==> src/hdl/x86_decode_pkg.sv <==
`default_nettype none

package x86_decode_pkg;

    // instruction window in bytes, byte 0 in bits 7:0
    localparam int WINDOW_BYTES = 15;

    // displacement size codes
    localparam logic [1:0] DSZ_NONE = 2'd0;
    localparam logic [1:0] DSZ_8    = 2'd1;
    localparam logic [1:0] DSZ_16   = 2'd2;
    localparam logic [1:0] DSZ_32   = 2'd3;

    // immediate size codes
    localparam logic [1:0] ISZ_NONE = 2'd0;
    localparam logic [1:0] ISZ_8    = 2'd1;
    localparam logic [1:0] ISZ_16   = 2'd2;
    localparam logic [1:0] ISZ_32   = 2'd3;

    // immediate class from the opcode table
    // ICLS_V is 32 bits, 16 bits under 0x66
    localparam logic [1:0] ICLS_NONE = 2'd0;
    localparam logic [1:0] ICLS_8    = 2'd1;
    localparam logic [1:0] ICLS_V    = 2'd2;

    typedef union packed {
        logic [7:0] raw;
        struct packed {
            logic [1:0] mod;
            logic [2:0] reg_op;
            logic [2:0] rm;
        } f;
    } modrm_u;

    typedef union packed {
        logic [7:0] raw;
        struct packed {
            logic [1:0] scale;
            logic [2:0] index;
            logic [2:0] base;
        } f;
    } sib_u;

endpackage

`default_nettype wire

==> src/hdl/prefix_scan.sv <==
`timescale 1ns/1ps
`default_nettype none

module prefix_scan #(
    parameter int MAX_PREFIXES = 4
) (
    input  logic [8*x86_decode_pkg::WINDOW_BYTES-1:0] window,
    output logic [2:0]                                num_prefixes,
    output logic                                      opsize_ovr,
    output logic                                      addrsize_ovr,
    output logic                                      two_byte,
    output logic [7:0]                                opcode
);

    logic       scan_done;
    logic [7:0] first_byte;
    logic [7:0] second_byte;

    // legacy prefix set, segment, size, lock and rep
    function automatic logic is_prefix(input logic [7:0] b);
        case (b)
            8'h26, 8'h2E, 8'h36, 8'h3E,
            8'h64, 8'h65, 8'h66, 8'h67,
            8'hF0, 8'hF2, 8'hF3: is_prefix = 1'b1;
            default:             is_prefix = 1'b0;
        endcase
    endfunction

    // count leading prefixes up to the cap
    always_comb begin
        num_prefixes = 3'd0;
        scan_done    = 1'b0;
        opsize_ovr   = 1'b0;
        addrsize_ovr = 1'b0;
        for (int i = 0; i < MAX_PREFIXES; i++) begin
            if (!scan_done && is_prefix(window[8*i +: 8])) begin
                num_prefixes = num_prefixes + 3'd1;
                if (window[8*i +: 8] == 8'h66) begin
                    opsize_ovr = 1'b1;
                end
                if (window[8*i +: 8] == 8'h67) begin
                    addrsize_ovr = 1'b1;
                end
            end else begin
                scan_done = 1'b1;
            end
        end
    end

    // opcode sits right after the prefixes
    assign first_byte  = window[{num_prefixes, 3'b000} +: 8];
    assign second_byte = window[{num_prefixes + 3'd1, 3'b000} +: 8];

    // 0x0f escape
    assign two_byte = (first_byte == 8'h0F);
    assign opcode   = two_byte ? second_byte : first_byte;

endmodule

`default_nettype wire

==> src/hdl/opcode_class.sv <==
`timescale 1ns/1ps
`default_nettype none

module opcode_class (
    input  logic [7:0] opcode,
    input  logic       two_byte,
    output logic       has_modrm,
    output logic [1:0] imm_class
);
    import x86_decode_pkg::*;

    always_comb begin
        has_modrm = 1'b0;
        imm_class = ICLS_NONE;
        if (two_byte) begin
            // jcc rel32 has no modrm
            if (opcode[7:4] == 4'h8) begin
                imm_class = ICLS_V;
            end else begin
                has_modrm = 1'b1;
            end
        end else begin
            casez (opcode)
                // alu block, low bits 0 to 3
                8'b00??_?0??: begin
                    has_modrm = 1'b1;
                end
                // alu al, imm8
                8'b00??_?100: begin
                    imm_class = ICLS_8;
                end
                // alu eax, imm
                8'b00??_?101: begin
                    imm_class = ICLS_V;
                end
                8'h80, 8'h83, 8'h6B, 8'hC6: begin
                    has_modrm = 1'b1;
                    imm_class = ICLS_8;
                end
                8'h81, 8'h69, 8'hC7: begin
                    has_modrm = 1'b1;
                    imm_class = ICLS_V;
                end
                // mov r/m forms
                8'b1000_10??: begin
                    has_modrm = 1'b1;
                end
                // push imm8, mov r8, imm8
                8'h6A, 8'b1011_0???: begin
                    imm_class = ICLS_8;
                end
                // push imm, mov r32, imm
                8'h68, 8'b1011_1???: begin
                    imm_class = ICLS_V;
                end
                default: begin
                    has_modrm = 1'b0;
                    imm_class = ICLS_NONE;
                end
            endcase
        end
    end

endmodule

`default_nettype wire

==> src/hdl/disp_size_decode.sv <==
`timescale 1ns/1ps
`default_nettype none

module disp_size_decode (
    input  x86_decode_pkg::modrm_u modrm,
    input  x86_decode_pkg::sib_u   sib,
    input  logic                   addrsize_ovr,
    input  logic                   has_modrm,
    output logic [1:0]             d_size,
    output logic                   has_sib
);
    import x86_decode_pkg::*;

    always_comb begin
        d_size  = DSZ_NONE;
        has_sib = 1'b0;
        // mod 11 is register direct
        if (has_modrm && modrm.f.mod != 2'b11) begin
            if (addrsize_ovr) begin
                // 16-bit forms, never a sib
                case (modrm.f.mod)
                    2'b01:   d_size = DSZ_8;
                    2'b10:   d_size = DSZ_16;
                    default: d_size = (modrm.f.rm == 3'b110) ? DSZ_16 : DSZ_NONE;
                endcase
            end else begin
                has_sib = (modrm.f.rm == 3'b100);
                case (modrm.f.mod)
                    2'b01: d_size = DSZ_8;
                    2'b10: d_size = DSZ_32;
                    default: begin
                        // disp32 only, or sib with no base
                        if (modrm.f.rm == 3'b101 || (has_sib && sib.f.base == 3'b101)) begin
                            d_size = DSZ_32;
                        end
                    end
                endcase
            end
        end
    end

endmodule

`default_nettype wire

==> src/hdl/disp_imm_select.sv <==
`timescale 1ns/1ps
`default_nettype none

module disp_imm_select #(
    parameter int MAX_PREFIXES = 4
) (
    input  logic [8*x86_decode_pkg::WINDOW_BYTES-1:0] window,
    input  logic [2:0]                                num_prefixes,
    input  logic                                      two_byte,
    input  logic                                      opsize_ovr,
    input  logic                                      addrsize_ovr,
    input  logic                                      has_modrm,
    input  logic [1:0]                                imm_class,
    output logic [31:0]                               disp,
    output logic [31:0]                               imm,
    output logic [1:0]                                disp_size,
    output logic [1:0]                                imm_size,
    output logic [3:0]                                length
);
    import x86_decode_pkg::*;

    // zero bytes past the window keep 4-byte reads in range
    localparam int EXT_BYTES = WINDOW_BYTES + MAX_PREFIXES;
    localparam int OFF_W     = $clog2(EXT_BYTES);

    logic [8*EXT_BYTES-1:0] win_ext;
    logic [OFF_W-1:0]       modrm_off;
    logic [OFF_W-1:0]       disp_off;
    logic [OFF_W-1:0]       imm_off;
    logic [OFF_W-1:0]       len_full;
    logic [7:0]             modrm_byte;
    logic [7:0]             sib_byte;
    logic                   has_sib;
    logic [2:0]             disp_bytes;
    logic [2:0]             imm_bytes;
    logic [31:0]            disp_raw;
    logic [31:0]            imm_raw;

    // little-endian value of nbytes, sign-extended
    function automatic logic [31:0] sext(input logic [2:0] nbytes, input logic [31:0] raw);
        case (nbytes)
            3'd1:    sext = {{24{raw[7]}}, raw[7:0]};
            3'd2:    sext = {{16{raw[15]}}, raw[15:0]};
            3'd4:    sext = raw;
            default: sext = 32'd0;
        endcase
    endfunction

    assign win_ext = {{(8*MAX_PREFIXES){1'b0}}, window};

    //////////////////////////////
    // modrm and sib
    //////////////////////////////

    assign modrm_off  = OFF_W'(num_prefixes) + OFF_W'(two_byte) + OFF_W'(1);
    assign modrm_byte = win_ext[{modrm_off, 3'b000} +: 8];
    assign sib_byte   = win_ext[{modrm_off + OFF_W'(1), 3'b000} +: 8];

    disp_size_decode dsz0 (
        .modrm        (modrm_byte),
        .sib          (sib_byte),
        .addrsize_ovr (addrsize_ovr),
        .has_modrm    (has_modrm),
        .d_size       (disp_size),
        .has_sib      (has_sib)
    );

    //////////////////////////////
    // sizes
    //////////////////////////////

    always_comb begin
        case (disp_size)
            DSZ_8:   disp_bytes = 3'd1;
            DSZ_16:  disp_bytes = 3'd2;
            DSZ_32:  disp_bytes = 3'd4;
            default: disp_bytes = 3'd0;
        endcase
    end

    // operand-size prefix shrinks the v class
    always_comb begin
        case (imm_class)
            ICLS_8:  imm_size = ISZ_8;
            ICLS_V:  imm_size = opsize_ovr ? ISZ_16 : ISZ_32;
            default: imm_size = ISZ_NONE;
        endcase
        case (imm_size)
            ISZ_8:   imm_bytes = 3'd1;
            ISZ_16:  imm_bytes = 3'd2;
            ISZ_32:  imm_bytes = 3'd4;
            default: imm_bytes = 3'd0;
        endcase
    end

    //////////////////////////////
    // byte selection
    //////////////////////////////

    // disp after modrm and sib, imm after disp
    assign disp_off = modrm_off + OFF_W'(has_modrm) + OFF_W'(has_sib);
    assign imm_off  = disp_off + OFF_W'(disp_bytes);

    assign disp_raw = win_ext[{disp_off, 3'b000} +: 32];
    assign imm_raw  = win_ext[{imm_off, 3'b000} +: 32];

    assign disp = sext(disp_bytes, disp_raw);
    assign imm  = sext(imm_bytes, imm_raw);

    // at most 15 for any legal combination
    assign len_full = imm_off + OFF_W'(imm_bytes);
    assign length   = len_full[3:0];

endmodule

`default_nettype wire

==> src/hdl/decode_front.sv <==
`timescale 1ns/1ps
`default_nettype none

module decode_front #(
    parameter int MAX_PREFIXES = 4
) (
    input  logic                                      clk,
    input  logic                                      reset,
    input  logic                                      valid_in,
    input  logic [8*x86_decode_pkg::WINDOW_BYTES-1:0] window,
    output logic                                      valid_out,
    output logic [3:0]                                length,
    output logic [31:0]                               disp,
    output logic [31:0]                               imm,
    output logic [1:0]                                disp_size,
    output logic [1:0]                                imm_size
);
    import x86_decode_pkg::*;

    logic [8*WINDOW_BYTES-1:0] win_q;
    logic                      valid_q;

    logic [2:0]  num_prefixes;
    logic        opsize_ovr;
    logic        addrsize_ovr;
    logic        two_byte;
    logic [7:0]  opcode;
    logic        has_modrm;
    logic [1:0]  imm_class;
    logic [31:0] d_disp;
    logic [31:0] d_imm;
    logic [1:0]  d_disp_size;
    logic [1:0]  d_imm_size;
    logic [3:0]  d_length;

    //////////////////////////////
    // valid pipeline
    //////////////////////////////

    always_ff @(posedge clk) begin
        if (reset) begin
            valid_q   <= 1'b0;
            valid_out <= 1'b0;
        end else begin
            valid_q   <= valid_in;
            valid_out <= valid_q;
        end
    end

    // stage 1 window, stage 2 results
    always_ff @(posedge clk) begin
        if (valid_in) begin
            win_q <= window;
        end
        if (valid_q) begin
            length    <= d_length;
            disp      <= d_disp;
            imm       <= d_imm;
            disp_size <= d_disp_size;
            imm_size  <= d_imm_size;
        end
    end

    //////////////////////////////
    // decode on win_q
    //////////////////////////////

    prefix_scan #(
        .MAX_PREFIXES (MAX_PREFIXES)
    ) pfx0 (
        .window       (win_q),
        .num_prefixes (num_prefixes),
        .opsize_ovr   (opsize_ovr),
        .addrsize_ovr (addrsize_ovr),
        .two_byte     (two_byte),
        .opcode       (opcode)
    );

    opcode_class ocls0 (
        .opcode    (opcode),
        .two_byte  (two_byte),
        .has_modrm (has_modrm),
        .imm_class (imm_class)
    );

    disp_imm_select #(
        .MAX_PREFIXES (MAX_PREFIXES)
    ) sel0 (
        .window       (win_q),
        .num_prefixes (num_prefixes),
        .two_byte     (two_byte),
        .opsize_ovr   (opsize_ovr),
        .addrsize_ovr (addrsize_ovr),
        .has_modrm    (has_modrm),
        .imm_class    (imm_class),
        .disp         (d_disp),
        .imm          (d_imm),
        .disp_size    (d_disp_size),
        .imm_size     (d_imm_size),
        .length       (d_length)
    );

endmodule

`default_nettype wire

==> config.mk <==
export PLATFORM = sky130hd
export DESIGN_NAME = decode_front
export DESIGN_NICKNAME = d
export VERILOG_FILES = /design/src/hdl/x86_decode_pkg.sv /design/src/hdl/prefix_scan.sv /design/src/hdl/opcode_class.sv /design/src/hdl/disp_size_decode.sv /design/src/hdl/disp_imm_select.sv /design/src/hdl/decode_front.sv
export SDC_FILE = /design/constraint.sdc
export NUM_CORES = 1
export LEC_CHECK = 0
export BUFFER_PORTS_ARGS = -buffer_cell sky130_fd_sc_hd__buf_2
export CORE_MARGIN = 10
export CORE_UTILIZATION = 55
export CTS_CLUSTER_DIAMETER = 60
export DETAILED_ROUTE_END_ITERATION = 10
export PLACE_DENSITY = 0.76
export SYNTH_ARGS = -nofsm -noshare
export SYNTH_HDL_FRONTEND = slang
export SYNTH_SLANG_ARGS = --single-unit
==> constraint.sdc <==
create_clock -name clk -period 15.26 [get_ports clk]
set_clock_uncertainty 0.2 [all_clocks]
set_input_delay 1.526 -clock clk [delete_from_list [all_inputs] [get_ports clk]]
set_output_delay 1.526 -clock clk [all_outputs]
set_load 0.02 [all_outputs]
==> impl_summary.md <==
Outcome
The flow ran to the end, and the final reports show no timing, DRC or antenna violations.

STA
In this run the tightest slew margin relative to its limit is 31.4%. The number of hold violations in the final report is 0. The total count of max-transition violations in the final report is 0.

The achievable frequency is roughly 77 MHz. Once routing completed, OpenROAD measured the worst setup slack at 2.22 ns. In the final timing run, aggregate negative setup slack is 0 ns. The worst slack on hold paths is between 0.7 and 0.8 ns. The clock period minus worst slack is 13.04 ns. Of the available clock period, the critical path in the final layout requires 85.5%.

Setup violations remaining at the end of the flow were counted as 0. Setup repair after global routing left no endpoint under its margin. For the pin with the worst max-slew slack, the measured transition is 1.03 ns.

Place
In this run the cell area measured after placement is 17,800 um^2. The half-perimeter wire length of the detailed placement result is 42,900 um. The final estimated routing congestion in global placement is 0.990.

Timing analysis after detailed placement gives a worst setup slack of 2.45 ns. The number of port buffers is around 200. The number of placed cells counting well taps is 2,037.

Synthesis
In the post-synthesis netlist, the biggest area contributors are edfxtp_1 (35%), mux4_2 (16%), mux2i_1 (12%), nand2_1 (4.9%), a21oi_1 (2.5%). For this run, the register share of the synthesized area comes to 34.8%. The Yosys warning count is 0. The total of flip-flops plus latches after synthesis is 194. Averaged over all synthesized cells, the footprint is 10.6 um^2. Yosys mapped a number of flops with a built-in enable equal to 192. The net count after synthesis is 1,721.

In the synthesized netlist, the cells that appear most often are nand2_1 (216), mux2i_1 (201), edfxtp_1 (192). Summing every instance area after synthesis gives 16,700 um^2. The most used flip-flop cell after synthesis is edfxtp_1. The number of different library cells used by synthesis comes to 95. For this run, asynchronously set or reset flops after synthesis account for 0%. The top cell type by area accounts for approximately 35% of the synthesized area. The most frequent cell after synthesis is nand2_1. The cell count after synthesis came out at 1,575. The biggest area consumer among synthesized cells is edfxtp_1.

Route
Once detail routing completed, the nets flagged for antenna violations numbered 0. The via density per instance is between 7 and 8. For this block, the routed nets add up to 59,000 um of wire.

The detailed router placed 14,859 vias in this run. Before antenna repair, the detailed router went through 7 iterations. After detailed routing, the average wire length per cell comes to 28.5 um. The detailed router finished its first iteration with between 2,000 and 2,500 violations. After detailed routing, the number of remaining DRC violations is 0.

Die
The floorplan has 63 rows. Once the floorplan was initialized, standard cells occupied 56.1% of the core. around 200 I/O pins were placed.

The die covers approximately 38,000 um^2. The die outline width is 194 um. The core region area is 29,800 um^2. From bottom edge to top edge, the die measures 194 um.

Layout
Cells fill 61.9% of the core in the end. Summing all non-filler instances in the final layout gives an area of 18,400 um^2. The number of nets in the final layout is 1,812. Relative to the synthesized area, the layout overhead comes to 10.4%. The post-route netlist has 26.2% of its cells at a drive strength greater than 1. The final instance count without filler cells is a little over 2,000. The number of antenna cells inserted is 0.

Setup path
Data arrives at the worst endpoint at about 13 ns. The worst setup path is captured at a register. On the worst path, the slowest cell contributes a delay of between 1 and 1.5 ns. The cell type group with the largest total delay on the critical path is adder cells.

Together, buffers and inverters on the worst path number 5. STA puts the critical path data required time at 15.39 ns. The largest individual stage delay along the critical path comes from the cell fa_4.

The most numerous cell type found on the critical path is ha_1. The critical path launch point type is a register. The path type of the worst setup path is register to register. The maximum net fanout on the critical path is 50.

Clock network
The clock tree from TritonCTS is yes. The later-pin clock latency in the skew report is approximately 0.48 ns. The count of hold buffers inserted by post-cts repair is 0.

The number of buffers on the longest clock path is 2. The total number of H-tree levels is 4. The clock net in this run drives a total of approximately 190 sinks. The clock input transition at the sequential cells of the worst setup and hold paths is 0.07 ns. The total of cells resized after clock tree synthesis is 0. Counting the buffers created by CTS gives 17.

The root buffer selected by CTS is clkbuf_16. The setup fix buffers added after clock tree synthesis is 0.

Hold path
The type of the tightest min-delay check is register to register.

GRT
Entering global routing, the biggest net connects 82 pins. The total overflow reported by the global router is 0. The number of global-route vias before repair came to 14,291. The first global-routing pass estimated 89,600 um of wire. The number of antenna violations at the first check in global routing came to 2. For this run, the total global-route usage over all layers was measured as 30.5%.

Power
The static leakage power is 6.64 nW. The worst-case vdd ir drop is 0.147 mV. Summing internal, switching and leakage power gives roughly 2.3 mW.

For this design the ratio of total power to cell area is 127 nW/um^2.

Run
The tool flagged a number of max-cap violations equal to 0.
==> cells by family (layout without fill, tap and decap cells) <==
kind of cell               after synthesis  in the layout  share of synthesized area (%)
AOI/OAI and AO/OA                      338            338                           14.4
adders and majority gates               23             23                           1.86
xor gates and xnor gates                11             11                          0.944
buffers and inverters                  173            277                           4.32
DFF                                    194            194                           34.8
and+or+nand+nor                        502            502                           15.0
muxes                                  334            334                           28.8
==> layer usage <==
metal	vias to the layer above	wire, um	track usage (%)
li1	6354	-	-
met1	7209	22000	38.9
met2	1074	27400	47.2
met3	220	6440	7.54
met4	2	3130	15.5
met5	-	13	0
==> cell usage in the layout, fill, tap and decap left out, types with 18 or more instances in the layout <==
cell,netlist,layout
nand2_1,216,216
o21ai_0,37,37
buf_4,2,23
nand3_1,64,64
a31oi_1,28,28
o211ai_1,31,31
a21oi_1,83,82
buf_2,25,194
inv_1,23,23
a211oi_1,25,25
mux4_2,115,115
mux2i_1,201,201
edfxtp_1,192,192
mux2_2,18,18
nor2_1,79,79
==> area by class of cell <==
| type | instances | area (um^2) |
|---|---|---|
| clock buffer | 17 | 425 |
| clock inverter | 15 | 223 |
| fill | 2400 | 11400 |
| inverter | 28 | 108 |
| multi-input combinational | 1208 | 10200 |
| sequential | 194 | 5810 |
| tap | 390 | 488 |
| timing repair buffer | 217 | 1140 |
==> worst reg2reg max path, delay by kind of cell, from the launching register on <==
| kind | cells | cell delay, ns |
|---|---|---|
| DFF | 1 | 0.64 |
| and+or+nand+nor | 11 | 2.93 |
| adders and majority gates | 8 | 3.50 |
| AOI/OAI and AO/OA | 12 | 3.10 |
| muxes | 1 | 0.54 |
| buffers and inverters | 5 | 1.81 |
| xor gates and xnor gates | 1 | 0.18 |
==> flip-flops by register name, indices dropped and copies added, names as in the netlist <==
| register | cells |
|---|---|
| valid_q | 1 |
| disp_size | 2 |
| valid_out | 1 |
| disp | 32 |
| win_q | 120 |
| imm_size | 2 |
| length | 4 |
| imm | 32 |
==> where the power goes <==
part           internal, mW  switching [mW]
Clock                 0.280           0.213
Combinational         0.475           0.636
Sequential            0.644          0.0933
==> path summary, 6_finish.rpt <==
path	start	end	slack, ns	depth (start not counted)
min	valid_q	length[1]	0.73	0
max reg2reg	win_q[15]	imm[29]	2.22	38
max	win_q[15]	imm[29]	2.22	38
min reg2reg	valid_q	length[1]	0.73	0
Note: power is estimated with default switching activity, not from simulation.
